## src/design/soc_config.svh

```systemverilog
/*
 * Subsystem build parameters
 * Bus widths, data RAM depth and UART bit timing
 */
`ifndef SOC_CONFIG_SVH
`define SOC_CONFIG_SVH

// AHB-Lite bus
`define AHB_ADDR_W        32
`define AHB_DATA_W        32

// Data RAM, word address bits (1024 words)
`define RAM_ADDR_W        10

// UART frame timing
`define UART_CLKS_PER_BIT 16   // Short bit time keeps simulation fast
`define UART_DATA_BITS    8

`endif

```

## src/design/soc_pkg.sv

```systemverilog
/*
 * Shared types of the peripheral subsystem
 * AHB-Lite encodings, address regions and UART register map
 */
package soc_pkg;

`include "soc_config.svh"

    typedef enum logic [1:0] {IDLE = 2'b00, BUSY = 2'b01, NONSEQ = 2'b10, SEQ = 2'b11} htrans_e;

    typedef enum logic [2:0] {BYTE = 3'b000, HALF = 3'b001, WORD = 3'b010} hsize_e;

    // Top nibble of the address, anything else is unmapped
    typedef enum logic [3:0] {REGION_RAM = 4'h0, REGION_UART = 4'h1, REGION_NONE = 4'hf} region_e;

    typedef enum logic [2:0] {UART_DATA = 3'h0, UART_STATUS = 3'h4} uart_reg_e;

    typedef union packed {
        logic [`AHB_ADDR_W-1:0] raw;
        struct packed {
            region_e                  region;
            logic [`AHB_ADDR_W-5:0]   offset;
        } f;
    } ahb_addr_u;

endpackage

```

## src/design/ahb_slave_if.sv

```systemverilog
/*
 * AHB-Lite signals of one slave port
 * Fabric side drives the address phase, slave returns ready and data
 */
`timescale 1ns/100ps
`include "soc_config.svh"

interface ahb_slave_if;

    logic                       hsel;
    logic [`AHB_ADDR_W-1:0]     haddr;
    soc_pkg::htrans_e           htrans;
    logic                       hwrite;
    soc_pkg::hsize_e            hsize;
    logic [`AHB_DATA_W-1:0]     hwdata;
    logic                       hready;     // Bus-wide ready
    logic                       hreadyout;  // This slave's ready
    logic [`AHB_DATA_W-1:0]     hrdata;

    modport fabric (output hsel, haddr, htrans, hwrite, hsize, hwdata, hready,
                    input  hreadyout, hrdata);

    modport slave  (input  hsel, haddr, htrans, hwrite, hsize, hwdata, hready,
                    output hreadyout, hrdata);

endinterface

```

## src/design/uart_core.sv

```systemverilog
/*
 * 8N1 UART transmitter and receiver
 * Each direction runs its own bit timer
 */
`timescale 1ns/100ps
`include "soc_config.svh"

module uart_core
(
    input  logic                        clk,
    input  logic                        RSTn,
    input  logic [`UART_DATA_BITS-1:0]  i_tx_data,
    input  logic                        i_tx_start,
    input  logic                        i_rxd,
    input  logic                        i_rx_ack,
    output logic                        o_tx_busy,
    output logic                        o_txd,
    output logic [`UART_DATA_BITS-1:0]  o_rx_data,
    output logic                        o_rx_valid
);
    localparam int CLKS   = `UART_CLKS_PER_BIT;
    localparam int FRAME  = `UART_DATA_BITS + 2;   // Start, data, stop
    localparam int CNT_W  = $clog2(CLKS);
    localparam int BIT_W  = $clog2(FRAME);

    logic [FRAME-1:0]           tx_shift;
    logic [CNT_W-1:0]           tx_timer, rx_timer;
    logic [BIT_W-1:0]           tx_bits, rx_bits;
    logic [2:0]                 rx_sync;            // Two sync flops, then edge flop
    logic                       rx_active;
    logic [`UART_DATA_BITS-1:0] rx_shift;

    // ------------------------------------------------------------------
    // Transmitter
    // ------------------------------------------------------------------
    always_ff @(posedge clk or negedge RSTn)
    begin
        if (!RSTn)
        begin
            tx_shift  <= '1;    // Line idles high
            tx_timer  <= '0;
            tx_bits   <= '0;
            o_tx_busy <= 1'b0;
        end
        else if (!o_tx_busy)
        begin
            if (i_tx_start)
            begin
                tx_shift  <= {1'b1, i_tx_data, 1'b0};
                tx_timer  <= '0;
                tx_bits   <= '0;
                o_tx_busy <= 1'b1;
            end
        end
        else if (tx_timer == CNT_W'(CLKS - 1))
        begin
            tx_timer <= '0;
            tx_shift <= {1'b1, tx_shift[FRAME-1:1]};
            if (tx_bits == BIT_W'(FRAME - 1))
                o_tx_busy <= 1'b0;
            else
                tx_bits <= tx_bits + 1'b1;
        end
        else
            tx_timer <= tx_timer + 1'b1;
    end

    assign o_txd = tx_shift[0];

    // ------------------------------------------------------------------
    // Receiver
    // ------------------------------------------------------------------
    always_ff @(posedge clk or negedge RSTn)
    begin
        if (!RSTn)
        begin
            rx_sync    <= '1;
            rx_active  <= 1'b0;
            rx_timer   <= '0;
            rx_bits    <= '0;
            rx_shift   <= '0;
            o_rx_data  <= '0;
            o_rx_valid <= 1'b0;
        end
        else
        begin
            rx_sync <= {rx_sync[1:0], i_rxd};
            if (i_rx_ack)
                o_rx_valid <= 1'b0;
            if (!rx_active)
            begin
                if (rx_sync[2] && !rx_sync[1])  // Falling edge, start bit
                begin
                    rx_active <= 1'b1;
                    rx_timer  <= CNT_W'(CLKS / 2);  // First sample at mid start bit
                    rx_bits   <= '0;
                end
            end
            else if (rx_timer == CNT_W'(CLKS - 1))
            begin
                rx_timer <= '0;
                rx_bits  <= rx_bits + 1'b1;
                if (rx_bits == '0 && rx_sync[1])
                    rx_active <= 1'b0;      // Glitch, not a start bit
                else if (rx_bits == BIT_W'(FRAME - 1))
                begin
                    rx_active <= 1'b0;
                    if (rx_sync[1])         // Good stop bit, overwrite unread byte
                    begin
                        o_rx_data  <= rx_shift;
                        o_rx_valid <= 1'b1;
                    end
                end
                else if (rx_bits != '0)
                    rx_shift <= {rx_sync[1], rx_shift[`UART_DATA_BITS-1:1]};  // LSB first
            end
            else
                rx_timer <= rx_timer + 1'b1;
        end
    end

endmodule

```

## src/design/ahb_uart.sv

```systemverilog
/*
 * AHB-Lite UART register front end
 * Data and status registers, stalls writes while transmitting
 */
`timescale 1ns/100ps
`include "soc_config.svh"

module ahb_uart
(
    input  logic        clk,
    input  logic        RSTn,
    ahb_slave_if.slave  bus,
    input  logic        i_rxd,
    output logic        o_txd,
    output logic        o_rx_valid
);
    import soc_pkg::*;

    logic [`UART_DATA_BITS-1:0] tx_data, rx_data;
    logic                       tx_busy, tx_start, rx_ack;
    logic                       a_valid, d_sel, d_write, data_wr;
    uart_reg_e                  d_reg;
    logic [`AHB_DATA_W-1:0]     rdata;

    assign a_valid = bus.hsel && bus.hready && (bus.htrans == NONSEQ || bus.htrans == SEQ);

    always_ff @(posedge clk or negedge RSTn)
    begin
        if (!RSTn)
        begin
            d_sel   <= 1'b0;
            d_write <= 1'b0;
            d_reg   <= UART_DATA;
        end
        else if (bus.hready)
        begin
            d_sel   <= a_valid;
            d_write <= bus.hwrite;
            d_reg   <= uart_reg_e'(bus.haddr[2:0]);
        end
    end

    // Transmit write holds the bus until the frame in flight is done
    assign data_wr       = d_sel && d_write && (d_reg == UART_DATA);
    assign bus.hreadyout = !(data_wr && tx_busy);
    assign tx_start      = data_wr && !tx_busy;
    assign tx_data       = bus.hwdata[`UART_DATA_BITS-1:0];
    assign rx_ack        = d_sel && !d_write && (d_reg == UART_DATA);

    always_comb
    begin
        rdata = '0;
        if (d_sel && !d_write)
            case (d_reg)
                UART_DATA:   rdata[`UART_DATA_BITS-1:0] = rx_data;
                UART_STATUS: rdata[1:0] = {o_rx_valid, tx_busy};
                default:     rdata = '0;
            endcase
    end

    assign bus.hrdata = rdata;

    uart_core u_core
    (
        .clk        (clk),
        .RSTn       (RSTn),
        .i_tx_data  (tx_data),
        .i_tx_start (tx_start),
        .i_rxd      (i_rxd),
        .i_rx_ack   (rx_ack),
        .o_tx_busy  (tx_busy),
        .o_txd      (o_txd),
        .o_rx_data  (rx_data),
        .o_rx_valid (o_rx_valid)
    );

endmodule

```

## src/flat_wrapper.sv

```systemverilog
// flat-port wrapper written by rule: the top's interface ports become plain ports
module ahb_uart_flat import soc_pkg::*;
  (clk, RSTn, i_rxd, o_txd, o_rx_valid, bus_hsel, bus_haddr, bus_htrans, bus_hwrite, bus_hsize, bus_hwdata, bus_hready, bus_hreadyout, bus_hrdata);
  ahb_slave_if bus_i ();
  input  logic clk;
  input  logic RSTn;
  input  logic i_rxd;
  output logic o_txd;
  output logic o_rx_valid;
  input wire logic [$bits(bus_i.hsel)-1:0] bus_hsel;
  input wire logic [$bits(bus_i.haddr)-1:0] bus_haddr;
  input wire logic [$bits(bus_i.htrans)-1:0] bus_htrans;
  input wire logic [$bits(bus_i.hwrite)-1:0] bus_hwrite;
  input wire logic [$bits(bus_i.hsize)-1:0] bus_hsize;
  input wire logic [$bits(bus_i.hwdata)-1:0] bus_hwdata;
  input wire logic [$bits(bus_i.hready)-1:0] bus_hready;
  output wire logic [$bits(bus_i.hreadyout)-1:0] bus_hreadyout;
  output wire logic [$bits(bus_i.hrdata)-1:0] bus_hrdata;
  assign bus_i.hsel = bus_hsel;
  assign bus_i.haddr = bus_haddr;
  assign bus_i.htrans = bus_htrans;
  assign bus_i.hwrite = bus_hwrite;
  assign bus_i.hsize = bus_hsize;
  assign bus_i.hwdata = bus_hwdata;
  assign bus_i.hready = bus_hready;
  assign bus_hreadyout = bus_i.hreadyout;
  assign bus_hrdata = bus_i.hrdata;
  ahb_uart u_core (.clk(clk), .RSTn(RSTn), .bus(bus_i), .i_rxd(i_rxd), .o_txd(o_txd), .o_rx_valid(o_rx_valid));
endmodule
```

## config.mk

```make
export PLATFORM = sky130hd
export DESIGN_NAME = ahb_uart_flat
export DESIGN_NICKNAME = d
export VERILOG_FILES = /design/src/design/soc_pkg.sv /design/src/design/ahb_slave_if.sv /design/src/design/uart_core.sv /design/src/design/ahb_uart.sv /design/src/flat_wrapper.sv
export VERILOG_INCLUDE_DIRS = /design/src /design/src/design
export SDC_FILE = /design/constraint.sdc
export NUM_CORES = 1
export LEC_CHECK = 0
export BUFFER_PORTS_ARGS = -buffer_cell sky130_fd_sc_hd__buf_2
export CELL_PAD_IN_SITES_DETAIL_PLACEMENT = 0
export CELL_PAD_IN_SITES_GLOBAL_PLACEMENT = 1
export CORE_MARGIN = 4
export CORE_UTILIZATION = 37
export CTS_CLUSTER_DIAMETER = 50
export CTS_CLUSTER_SIZE = 25
export DETAILED_ROUTE_END_ITERATION = 8
export PLACE_DENSITY = 0.93
export SYNTH_ARGS = -nofsm -noshare
export SYNTH_HDL_FRONTEND = slang
export SYNTH_SLANG_ARGS = --single-unit
```

## constraint.sdc

```tcl
create_clock -name clk -period 2.26 [get_ports clk]
set_input_delay 0.678 -clock clk [delete_from_list [all_inputs] [get_ports clk]]
set_output_delay 0.678 -clock clk [all_outputs]
set_load 0.02 [all_outputs]
```

==> impl_metrics.tcl <==
set metrics [dict create \
    crit_type "reg2out" \
    start_kind "register" \
    port_buffers 28 \
    grt_util_met1_pct 16.3 \
    critPathSlowestCell "dfrtp_1" \
    syn_avg_cell_area_um2 10.8 \
    wl_um 5350 \
    cts.sinks 52 \
    core_area_um2 7290 \
    start_util_pct 38.2 \
    cp_num_buf_inv 2 \
    cpPeakStageDelay_ns 0.40 \
    gp_congestion 0.820 \
    vias_per_cell 5.06 \
    grt_max_degree 31 \
    r2r_slack_ns 0.36 \
    dp.cells 383 \
    period_needed_ns 2.33 \
    busiest_layer "met2" \
    synth_edf_count 0 \
    ir_drop_uv 353 \
    met2_usage_pct 20.3 \
    ff2ff_path_depth 4 \
    clock-skew-final_ns 0.00596 \
    tightestPinTransition_ns 0.543 \
    hp-class "in2async" \
    regMostFlops "u_core.u_core.tx_shift" \
    yosysSeqAreaShare_pct 47.3 \
    rows 31 \
    grt_pass1_wl_um 8920 \
    finalCritPeriodShare_pct 103 \
    yosys-top-cells-area "dfrtp_1, dfstp_2, mux2_2" \
    yosys.cell_types.count 49 \
    drive_gt1_share_pct 33.7 \
    wire_per_inst_um 13.5 \
    ys_ff_latch 52 \
    ant_nets 0 \
    yosys.area.top_type "dfrtp_1" \
    setup_ws_ns -0.0703 \
    reg_top3 "u_core.u_core.tx_shift x9, u_core.u_core.o_rx_data x8, u_core.u_core.rx_shift x8" \
    clk_path_buf_depth 2 \
    end_kind "primary output" \
    outcome "complete, but fails checks" \
    synth_flop_cell "dfrtp_1" \
    vias 2004 \
    synth_top_area_share_pct 35.9 \
    cp_cell_sequence "or3_4, nor3_2, buf_4, and2_1, buf_6" \
    areaGrowthSynthToFinish_pct 16.0 \
    violations "setup timing" \
    worstPathArrival_ns 1.65 \
    cp_top_family "simple AND/OR/NAND/NOR gates" \
    cts_tree "yes" \
    maxCapViolations 0 \
    antenna_found_initial 0 \
    largest_reg_flops 9 \
    cts_buffers 5 \
    die_area_um2 8980 \
    first_pass_iters 4 \
    use_met3_pct 3.19 \
    clk_pin_slew_ns 0.10 \
    finalSetupViolations 7 \
    powerDensity_nw_per_um2 837 \
    finalNonFillerCells 396 \
    syn-cell-area_um2 2790 \
    crit_required_ns 1.58 \
    rsz0062_at_grt "true" \
    dieWidth_um 94.8 \
    leakagePower_nw 1.53 \
    max_slew_margin_pct 63.8 \
    ios 110 \
    clock.fmax_mhz 429 \
    grt_pass1_vias 1868 \
    synth_cells 257 \
    critPathMaxFanout 7 \
    grt-ovfl-total 0 \
    layout.nets 378 \
    slew_viol_final 0 \
    htreeDepth 2 \
    clock_latency_ns 0.31 \
    clk_root_buffer_cell "clkbuf_8" \
    drc_errors 0 \
    dp_hpwl_um 3870 \
    yosysWarnings 0 \
    hold_ws_ns 0.338 \
    gr-usage-all-layers_pct 12.4 \
    diodes 0 \
    hold_viol 0 \
    crit_cells 5 \
    first_iter_violations 69 \
    postSynth.asyncResetShare_pct 100 \
    dieHeight_um 94.8 \
]
==> cells by family after synthesis <==
group	share of synthesized area, %
muxes	13.2
xor gates and xnor gates	0.315
other	0.135
buffers and inverters	9.16
AOI/OAI and AO/OA	11.5
and+or+nand+nor	15.4
adders and majority gates	3.14
DFF	47.3
==> metrics by stage <==
stage	total power, W	util, %	TNS [ns]	worst slack (ns)	cell area, um^2
floorplan	0.00197	-	0	0.174	2870
global placement	0.00212	41.2	0	0.208	3000
detailed placement	0.00217	41.2	0	0.217	3000
CTS	0.00273	43.8	-0.492	-0.0788	3200
global route	0.00291	44.3	-0.952	-0.142	3230
finish	0.00271	44.3	-0.373	-0.0703	3230
==> layout by cell type (no fill, tap or decap), drive strengths merged, types with 2 or more instances in the layout <==
cell and count:
buf 43, dfrtp 40, nand2 25, conb 24
mux2 21, o21ai 15, mux2i 13, nand3 13
dfstp 12, inv 10, a311o 8, and4 7
ha 7, and2 7, a21oi 5, clkbuf 5
o211ai 4, nor3 4, nor2 3, or4 3
and3 2, nor4 2, nand4 2, clkinv 2
==> layout make-up <==
cell class / count / area (um^2)
Fill cell: 711 / 4060
Sequential cell: 52 / 1320
Multi-Input combinational cell: 185 / 1340
Tap cell: 99 / 124
Clock buffer: 5 / 68.8
Timing Repair Buffer: 43 / 322
Clock inverter: 3 / 22.5
Inverter: 9 / 33.8
==> metal layers <==
layer	routed length, um	vias up
li1	-	963
met1	2330	982
met2	2640	54
met3	322	5
met4	51	0
met5	0	-
==> synthesized netlist by cell type (2+ instances only) <==
library cell / n
mux2_2: 21
dfrtp_1: 40
nor3_2: 2
a21oi_1: 5
ha_1: 7
mux2i_1: 13
nand3_1: 13
nand2_1: 25
buf_2: 3
and3_1: 2
and2_1: 7
inv_1: 9
buf_4: 24
or4_1: 3
o21ai_0: 14
and4_1: 7
o211ai_1: 4
nor4_1: 2
nor2_1: 3
dfstp_2: 12
a311o_1: 8
clkbuf_1: 6
==> timing repair <==
action                                  in CTS  in global routing
pin swaps                                    2                  2
buffers inserted                             4                  1
hold buffers                                 0                  0
endpoints found under the setup margin       9                  9
resized for setup                           22                  9
==> worst paths after layout <==
check / start / end
hold reg to reg: u_core.u_core.rx_sync[0] / u_core.u_core.rx_sync[1]
max in group asynchronous: RSTn / u_core.u_core.tx_shift[4]
hold / removal: RSTn / u_core.u_core.rx_bits[2]
setup reg to reg: u_core.u_core.rx_timer[0] / u_core.u_core.o_rx_data[4]
setup / recovery: u_core.d_reg[2] / bus_hrdata[2]
min in group clk: u_core.u_core.rx_sync[0] / u_core.u_core.rx_sync[1]
==> where the power goes <==
part	internal (W)	switching, W	total (W)	leakage [nW]
clock	0.000222	0.000320	0.000542	0.0485
sequential	0.00117	0.000223	0.00139	0.647
combinational	0.000340	0.000432	0.000771	0.832
total	0.00173	0.000974	0.00271	1.53
(Power assumes the default switching activity.)
