$ cat config.mk
export PLATFORM = sky130hd
export DESIGN_NAME = ahb_decoder_flat
export DESIGN_NICKNAME = d
export VERILOG_FILES = /design/src/design/soc_pkg.sv /design/src/design/ahb_slave_if.sv /design/src/design/ahb_decoder.sv /design/src/flat_wrapper.sv
export VERILOG_INCLUDE_DIRS = /design/src /design/src/design
export SDC_FILE = /design/constraint.sdc
export NUM_CORES = 1
export LEC_CHECK = 0
export ABC_AREA = 1
export ABC_CLOCK_PERIOD_IN_PS = 3000
export BUFFER_PORTS_ARGS = -buffer_cell sky130_fd_sc_hd__buf_2
export CAP_MARGIN = 20
export CORE_AREA = 2 2 122 124
export CTS_CLUSTER_SIZE = 8
export DETAILED_ROUTE_END_ITERATION = 16
export DIE_AREA = 0 0 124 126
export SYNTH_ARGS = -nofsm -noshare
export SYNTH_HDL_FRONTEND = slang
export SYNTH_SLANG_ARGS = --single-unit
$ cat constraint.sdc
create_clock -name clk -period 3 [get_ports clk]
set_input_delay 0.45 -clock clk [delete_from_list [all_inputs] [get_ports clk]]
set_output_delay 0.45 -clock clk [all_outputs]
set_load 0.005 [all_outputs]
$ cat src/design/soc_config.svh
/*
 * Subsystem build parameters
 * Bus widths, data RAM depth and UART bit timing
 */
`ifndef SOC_CONFIG_SVH
`define SOC_CONFIG_SVH

// AHB-Lite bus
`define AHB_ADDR_W        32
`define AHB_DATA_W        32

// Data RAM, word address bits (1024 words)
`define RAM_ADDR_W        10

// UART frame timing
`define UART_CLKS_PER_BIT 16   // Short bit time keeps simulation fast
`define UART_DATA_BITS    8

`endif

$ cat src/design/soc_pkg.sv
/*
 * Shared types of the peripheral subsystem
 * AHB-Lite encodings, address regions and UART register map
 */
package soc_pkg;

`include "soc_config.svh"

    typedef enum logic [1:0] {IDLE = 2'b00, BUSY = 2'b01, NONSEQ = 2'b10, SEQ = 2'b11} htrans_e;

    typedef enum logic [2:0] {BYTE = 3'b000, HALF = 3'b001, WORD = 3'b010} hsize_e;

    // Top nibble of the address, anything else is unmapped
    typedef enum logic [3:0] {REGION_RAM = 4'h0, REGION_UART = 4'h1, REGION_NONE = 4'hf} region_e;

    typedef enum logic [2:0] {UART_DATA = 3'h0, UART_STATUS = 3'h4} uart_reg_e;

    typedef union packed {
        logic [`AHB_ADDR_W-1:0] raw;
        struct packed {
            region_e                  region;
            logic [`AHB_ADDR_W-5:0]   offset;
        } f;
    } ahb_addr_u;

endpackage

$ cat src/design/ahb_slave_if.sv
/*
 * AHB-Lite signals of one slave port
 * Fabric side drives the address phase, slave returns ready and data
 */
`timescale 1ns/100ps
`include "soc_config.svh"

interface ahb_slave_if;

    logic                       hsel;
    logic [`AHB_ADDR_W-1:0]     haddr;
    soc_pkg::htrans_e           htrans;
    logic                       hwrite;
    soc_pkg::hsize_e            hsize;
    logic [`AHB_DATA_W-1:0]     hwdata;
    logic                       hready;     // Bus-wide ready
    logic                       hreadyout;  // This slave's ready
    logic [`AHB_DATA_W-1:0]     hrdata;

    modport fabric (output hsel, haddr, htrans, hwrite, hsize, hwdata, hready,
                    input  hreadyout, hrdata);

    modport slave  (input  hsel, haddr, htrans, hwrite, hsize, hwdata, hready,
                    output hreadyout, hrdata);

endinterface

$ cat src/design/ahb_decoder.sv
/*
 * AHB-Lite region decoder
 * Selects RAM or UART from the top address nibble and returns
 * the data-phase slave's ready and read data to the master
 */
`timescale 1ns/100ps
`include "soc_config.svh"

module ahb_decoder
(
    input  logic                    clk,
    input  logic                    RSTn,
    input  logic [`AHB_ADDR_W-1:0]  i_haddr,
    input  soc_pkg::htrans_e        i_htrans,
    input  logic                    i_hwrite,
    input  soc_pkg::hsize_e         i_hsize,
    input  logic [`AHB_DATA_W-1:0]  i_hwdata,
    output logic [`AHB_DATA_W-1:0]  o_hrdata,
    output logic                    o_hready,
    ahb_slave_if.fabric             ram_bus,
    ahb_slave_if.fabric             uart_bus
);
    import soc_pkg::*;

    ahb_addr_u  addr_u;
    region_e    data_region;    // Slave owning the current data phase
    logic       xfer_valid;

    assign addr_u     = i_haddr;
    assign xfer_valid = o_hready && (i_htrans == NONSEQ || i_htrans == SEQ);

    // ------------------------------------------------------------------
    // Address phase fan-out
    // ------------------------------------------------------------------
    assign ram_bus.hsel   = (addr_u.f.region == REGION_RAM);
    assign ram_bus.haddr  = i_haddr;
    assign ram_bus.htrans = i_htrans;
    assign ram_bus.hwrite = i_hwrite;
    assign ram_bus.hsize  = i_hsize;
    assign ram_bus.hwdata = i_hwdata;
    assign ram_bus.hready = o_hready;

    assign uart_bus.hsel   = (addr_u.f.region == REGION_UART);
    assign uart_bus.haddr  = i_haddr;
    assign uart_bus.htrans = i_htrans;
    assign uart_bus.hwrite = i_hwrite;
    assign uart_bus.hsize  = i_hsize;
    assign uart_bus.hwdata = i_hwdata;
    assign uart_bus.hready = o_hready;

    always_ff @(posedge clk or negedge RSTn)
    begin
        if (!RSTn)
            data_region <= REGION_NONE;
        else if (o_hready)
            data_region <= xfer_valid ? addr_u.f.region : REGION_NONE;
    end

    // ------------------------------------------------------------------
    // Data phase response mux
    // ------------------------------------------------------------------
    always_comb
    begin
        case (data_region)
            REGION_RAM:
            begin
                o_hready = ram_bus.hreadyout;
                o_hrdata = ram_bus.hrdata;
            end
            REGION_UART:
            begin
                o_hready = uart_bus.hreadyout;
                o_hrdata = uart_bus.hrdata;
            end
            default:
            begin
                o_hready = 1'b1;   // Unmapped, always OKAY
                o_hrdata = '0;
            end
        endcase
    end

endmodule

$ cat src/flat_wrapper.sv
// flat-port wrapper written by rule: the top's interface ports become plain ports
module ahb_decoder_flat import soc_pkg::*;
  (clk, RSTn, i_haddr, i_htrans, i_hwrite, i_hsize, i_hwdata, o_hrdata, o_hready, ram_bus_hsel, ram_bus_haddr, ram_bus_htrans, ram_bus_hwrite, ram_bus_hsize, ram_bus_hwdata, ram_bus_hready, ram_bus_hreadyout, ram_bus_hrdata, uart_bus_hsel, uart_bus_haddr, uart_bus_htrans, uart_bus_hwrite, uart_bus_hsize, uart_bus_hwdata, uart_bus_hready, uart_bus_hreadyout, uart_bus_hrdata);
  ahb_slave_if ram_bus_i ();
  ahb_slave_if uart_bus_i ();
  input  logic clk;
  input  logic RSTn;
  input  logic [`AHB_ADDR_W-1:0] i_haddr;
  input  soc_pkg::htrans_e i_htrans;
  input  logic i_hwrite;
  input  soc_pkg::hsize_e i_hsize;
  input  logic [`AHB_DATA_W-1:0] i_hwdata;
  output logic [`AHB_DATA_W-1:0] o_hrdata;
  output logic o_hready;
  output wire logic [$bits(ram_bus_i.hsel)-1:0] ram_bus_hsel;
  output wire logic [$bits(ram_bus_i.haddr)-1:0] ram_bus_haddr;
  output wire logic [$bits(ram_bus_i.htrans)-1:0] ram_bus_htrans;
  output wire logic [$bits(ram_bus_i.hwrite)-1:0] ram_bus_hwrite;
  output wire logic [$bits(ram_bus_i.hsize)-1:0] ram_bus_hsize;
  output wire logic [$bits(ram_bus_i.hwdata)-1:0] ram_bus_hwdata;
  output wire logic [$bits(ram_bus_i.hready)-1:0] ram_bus_hready;
  input wire logic [$bits(ram_bus_i.hreadyout)-1:0] ram_bus_hreadyout;
  input wire logic [$bits(ram_bus_i.hrdata)-1:0] ram_bus_hrdata;
  output wire logic [$bits(uart_bus_i.hsel)-1:0] uart_bus_hsel;
  output wire logic [$bits(uart_bus_i.haddr)-1:0] uart_bus_haddr;
  output wire logic [$bits(uart_bus_i.htrans)-1:0] uart_bus_htrans;
  output wire logic [$bits(uart_bus_i.hwrite)-1:0] uart_bus_hwrite;
  output wire logic [$bits(uart_bus_i.hsize)-1:0] uart_bus_hsize;
  output wire logic [$bits(uart_bus_i.hwdata)-1:0] uart_bus_hwdata;
  output wire logic [$bits(uart_bus_i.hready)-1:0] uart_bus_hready;
  input wire logic [$bits(uart_bus_i.hreadyout)-1:0] uart_bus_hreadyout;
  input wire logic [$bits(uart_bus_i.hrdata)-1:0] uart_bus_hrdata;
  assign ram_bus_hsel = ram_bus_i.hsel;
  assign ram_bus_haddr = ram_bus_i.haddr;
  assign ram_bus_htrans = ram_bus_i.htrans;
  assign ram_bus_hwrite = ram_bus_i.hwrite;
  assign ram_bus_hsize = ram_bus_i.hsize;
  assign ram_bus_hwdata = ram_bus_i.hwdata;
  assign ram_bus_hready = ram_bus_i.hready;
  assign ram_bus_i.hreadyout = ram_bus_hreadyout;
  assign ram_bus_i.hrdata = ram_bus_hrdata;
  assign uart_bus_hsel = uart_bus_i.hsel;
  assign uart_bus_haddr = uart_bus_i.haddr;
  assign uart_bus_htrans = uart_bus_i.htrans;
  assign uart_bus_hwrite = uart_bus_i.hwrite;
  assign uart_bus_hsize = uart_bus_i.hsize;
  assign uart_bus_hwdata = uart_bus_i.hwdata;
  assign uart_bus_hready = uart_bus_i.hready;
  assign uart_bus_i.hreadyout = uart_bus_hreadyout;
  assign uart_bus_i.hrdata = uart_bus_hrdata;
  ahb_decoder u_core (.clk(clk), .RSTn(RSTn), .i_haddr(i_haddr), .i_htrans(i_htrans), .i_hwrite(i_hwrite), .i_hsize(i_hsize), .i_hwdata(i_hwdata), .o_hrdata(o_hrdata), .o_hready(o_hready), .ram_bus(ram_bus_i), .uart_bus(uart_bus_i));
endmodule
==> qor.yml, run 1 <==
cp-end-kind: "output port"
cts_sinks: 4
htreeDepth: 1
clk_path_buf_depth: 2
first_pass_iters: 4
p_int_uw: 282.5
fmax_ghz: 0.4360
chipWidth_um: 124
gp_congestion: 0.6706
synthCells: 274
drc: 0
synth_top_area_share_pct: 55.58
holdBufCountCts: 0
root_buffer: "clkbuf_16"
grt_max_degree: 35
cp_slowest_cell: "dfstp_2"
die_y_um: 126
start_kind: "flip-flop"
nets: 389
p_total_uw: 375.9
vias: 1420
worstPathMaxFanout: 20
final_cell_mix: "buf_2, inv_1, nand3_1"
status: "complete, no violations"
postSynthAreaPerCell_um2: 7.000
clock_latency_ns: 0.22
rsz0062_at_grt: "false"
core_um2: 14310
fillerInstances: 1677
hold_violations: 0
worst-path-buf-inv: 3
clk_pin_slew_worst_paths_ns: 0.03
rows: 44
top_regs: "u_core.data_region (4)"
p_per_area_nw_per_um2: 218.7
synth_cell_types: 19
worstPathArrival_ns: 1.84
ys_seq_area_share_pct: 5.479
switchingPower_uw: 93.42
ios: 315
fin_area_um2: 1719
power_frac_comb_pct: 28.1
antenna_cells: 0
cts_buffers: 3
dp_hpwl_um: 4270
skew_ns: 0.002484
pwr-share-seq_pct: 16.8
ys_ff_latch: 4
yosysWarnings: 0
cp_cell_sequence: "inv_2 > nor2_4 > buf_4 > nand3_1 > o21ai_2 > buf_2"
final.period_utilization_pct: 76.46
fin_tns_setup_ns: 0
netlist_top_cells_area: "buf_4, o21ai_2, nand3_1"
grt_antenna_before_repair: 0
grt_usage_pct: 6.006
p_clk_share_pct: 55.1
via_per_inst: 3.279
worstHoldPathType: "in2async"
synthesis.area_um2: 1918
crit_family: "flip-flops"
cts_tree: "yes"
worst_pin_slew_ns: 0.5253
drtAntennaViolNets: 0
start_util_pct: 13.40
wire_per_inst_um: 11.79
ctsResizeCount: 0
slew_viol_final: 0
period_minus_slack_ns: 2.294
grt_overflow: 0
multi_input_comb_area_um2: 540.5
drv_cap: 0
post_cts_buffers: 0
grt_pass1_vias: 1265
placed_area_um2: 1644
critical_path_class: "reg2out"
utilization_pct: 12.01
dr.first_iter.drc_count: 31
ir_worst_vdd_mv: 0.2601
relSlewSlack_pct: 64.90
setup_viol: 0
regArea_um2: 105.1
grt_first_pass_wirelength_um: 6893
io_buffers: 119
p_leak_nw: 0.9636
largest-register: "u_core.data_region"
drive_gt1_share_pct: 67.07
cpPeakStageDelay_ns: 0.54
die_area_um2: 15620
wl_um: 5104
switching_share_pct: 24.85
cp.required_ns: 2.55
area_growth_pct: -10.37
syn_nets: 412
final_common_cell: "buf_2"
synth_top_cell_by_area: "buf_4"
largest_reg_flops: 4
power groups by stage:
stage	Sequential [mW]	Combinational (mW)	Clock [mW]
2_1_floorplan	0.0633	0.190	0
3_5_place_dp	0.0636	0.108	0
4_1_cts	0.0632	0.109	0.214
6_report	0.0631	0.106	0.207
5_1_grt	0.0635	0.120	0.220
3_3_place_gp	0.0636	0.108	0
layer usage:
layer,wire (µm),GRT usage [%]
met5,0,0
met4,489,6.742
met3,886,4.212
met2,2038,8.403
met1,1689,5.256
synthesized netlist by cell type:
cell and number:
nand3_1 34, o21a_1 1, nand3_2 1, nor2_4 2
buf_6 3, or2_1 1, nand2_1 2, nand2_2 1
nor2_2 1, dfstp_2 4, o21ai_1 5, inv_1 36
inv_2 2, buf_2 6, buf_4 142, nor3_1 1
o21ai_2 30, nor3b_1 1, nor2_1 1
cell families after synthesis:
kind of cell | Yosys count | share of synthesized area [%]
compound gates | 36 | 15.39
buf+inv | 189 | 66.34
simple gates | 45 | 12.79
flops | 4 | 5.479
metrics by stage:
stage          setup WS, ns  hold WS, ns  cells
6_report             0.7062       0.2017    433
5_1_grt              0.5414       0.2106    433
4_1_cts              0.6407       0.2026    433
3_5_place_dp         0.8893       0.4418    430
3_3_place_gp         0.9212       0.4436    430
2_1_floorplan         1.519       0.3022    274
cell type report:
type,count,area share [%]
well taps,184,13.39
clock buffers,3,4.367
inverters,38,8.297
flip-flops and latches,4,6.114
multi-input cells,81,31.44
repair buffers,123,36.39
worst paths after layout:
kind,startpoint,to,slack (ns),depth (start not counted)
worst max-delay path,u_core.data_region[0],o_hrdata[24],0.71,6
worst min-delay path,RSTn,u_core.data_region[0],0.20,1
worst max register to register,u_core.data_region[0],u_core.data_region[0],1.38,6
worst min register to register,u_core.data_region[0],u_core.data_region[0],0.50,2
max in group asynchronous,RSTn,u_core.data_region[2],2.77,1
min in group clk,i_haddr[30],u_core.data_region[2],0.46,3
Power figures use the tool's default switching activity.
==> run 2, diff against run 1 <==
ABC_CLOCK_PERIOD_IN_PS = 2300   (was 3000)
CORE_AREA = 2 2 123 125   (was 2 2 122 124)
DIE_AREA = 0 0 125 127   (was 0 0 124 126)
clock period = 2.3 ns   (was 3 ns; I/O delays follow)
==> run 2 against run 1 <==
  * Sequential share of layout area fell by 0.053 points
  * Count of clock-buffer cells in the layout did not move
  * Global-route usage fell by 0.072 points
  * Final cell count rose by 0.46%
  * Clock skew fell by 0.00061 ns
  * First-iteration DRC count fell by 19%
==> qor.yml, run 2 (same netlist as run 1, synthesis figures left out) <==
status: "complete, no violations"
post_cts_buffers: 0
placed_area_um2: 1659
drc: 0
io_buffers: 119
drt-met1-wl_um: 1581
first_pass_iters: 4
relSlewSlack_pct: 79.53
worstPathArrival_ns: 1.54
holdBufCountCts: 0
grt_pass1_vias: 1375
largest-register: "u_core.data_region"
ir_worst_vdd_mv: 0.1784
p_leak_nw: 0.9742
wl_um: 5079
die_area_um2: 15880
cp-end-kind: "output port"
gp_congestion: 0.6563
final_common_cell: "buf_2"
fin_tns_setup_ns: 0
hold_violations: 0
area_growth_pct: -9.589
fin_area_um2: 1734
root_buffer: "clkbuf_16"
top_regs: "u_core.data_region (4)"
cts_sinks: 4
grt_overflow: 0
hold_ws_ns: 0.1029
slew_viol_final: 0
dr.first_iter.drc_count: 25
clk_path_buf_depth: 2
setup_viol: 0
final_cell_mix: "buf_2, inv_1, nand3_1"
grt_max_degree: 19
rows: 44
chipWidth_um: 125
wire_per_inst_um: 11.68
cts_buffers: 3
largest_reg_flops: 4
grt_first_pass_wirelength_um: 7307
final.period_utilization_pct: 82.00
die_y_um: 127
maxUsedRoutingLayer: "met5"
drive_gt1_share_pct: 67.33
worst_pin_slew_ns: 0.3071
start_util_pct: 13.30
antenna_cells: 0
wl_met3_um: 963
critical_path_class: "reg2out"
period_minus_slack_ns: 1.886
p_per_area_nw_per_um2: 282.9
drtAntennaViolNets: 0
cts_tree: "yes"
rsz0062_at_grt: "false"
grt_antenna_before_repair: 1
dp_hpwl_um: 4298
wl_met2_um: 2178
ctsResizeCount: 0
worstPathMaxFanout: 16
drv_cap: 0
worstHoldPathType: "in2async"
ios: 315
vias: 1433
core_um2: 14420
htreeDepth: 1
fmax_ghz: 0.5302
clock_latency_ns: 0.22
via_per_inst: 3.294
grt_usage_pct: 5.934
start_kind: "flip-flop"
nets: 391
clk_pin_slew_worst_paths_ns: 0.03
cp.required_ns: 1.96
skew_ns: 0.001873
[run 2: cell types whose count changed in the layout (fill, tap and decap cells not counted)]
cell   change
buf_4      +2
[run 2: power breakdown]
| group | total [mW] | switching, mW | internal, mW |
|---|---|---|---|
| Sequential | 0.0825 | 0.00390 | 0.0786 |
| Clock | 0.268 | 0.0464 | 0.222 |
| Combinational | 0.140 | 0.0700 | 0.0699 |
[run 2: final timing paths]
kind                                        from                     to  slack (ns)  depth (start not counted)
setup reg to reg           u_core.data_region[0]  u_core.data_region[0]        0.93                          7
setup / recovery           u_core.data_region[0]         ram_bus_hready        0.41                          6
min in group clk                     i_haddr[30]  u_core.data_region[2]        0.35                          3
hold / removal                              RSTn  u_core.data_region[0]        0.10                          1
max in group asynchronous                   RSTn  u_core.data_region[2]        2.17                          1
hold reg to reg            u_core.data_region[0]  u_core.data_region[0]        0.51                          2
[run 2: critical path, cell delays in order (launching register included)]
cell	delay (ns)
dfstp_2	0.54
inv_2	0.06
nor2_4	0.08
buf_4	0.21
nand3_1	0.13
nand2_2	0.16
buf_2	0.14
[run 2: layout make-up]
class                   count  area, µm²
clock buffers               3      75.07
inverters                  38      142.6
flip-flops and latches      4      105.1
fillers                  1688      12690
well taps                 184      230.2
multi-input cells          81      540.5
repair buffers            125      640.6
[run 2: routing by layer]
layer / vias to the layer above / track usage (%)
met5: - / 0
met2: 146 / 8.919
met3: 52 / 4.732
met1: 570 / 5.485
met4: 2 / 4.118
li1: 663 / -
[run 2: stage by stage]
stage | power (mW) | setup WS (ns) | cells | util [%]
2_1_floorplan | 0.3301 | 0.9235 | 274 | -
3_3_place_gp | 0.2251 | 0.6145 | 432 | 11.50
3_5_place_dp | 0.2266 | 0.6385 | 432 | 11.50
4_1_cts | 0.5008 | 0.4015 | 435 | 12.02
5_1_grt | 0.5188 | 0.3267 | 435 | 12.02
6_report | 0.4907 | 0.4141 | 435 | 12.02
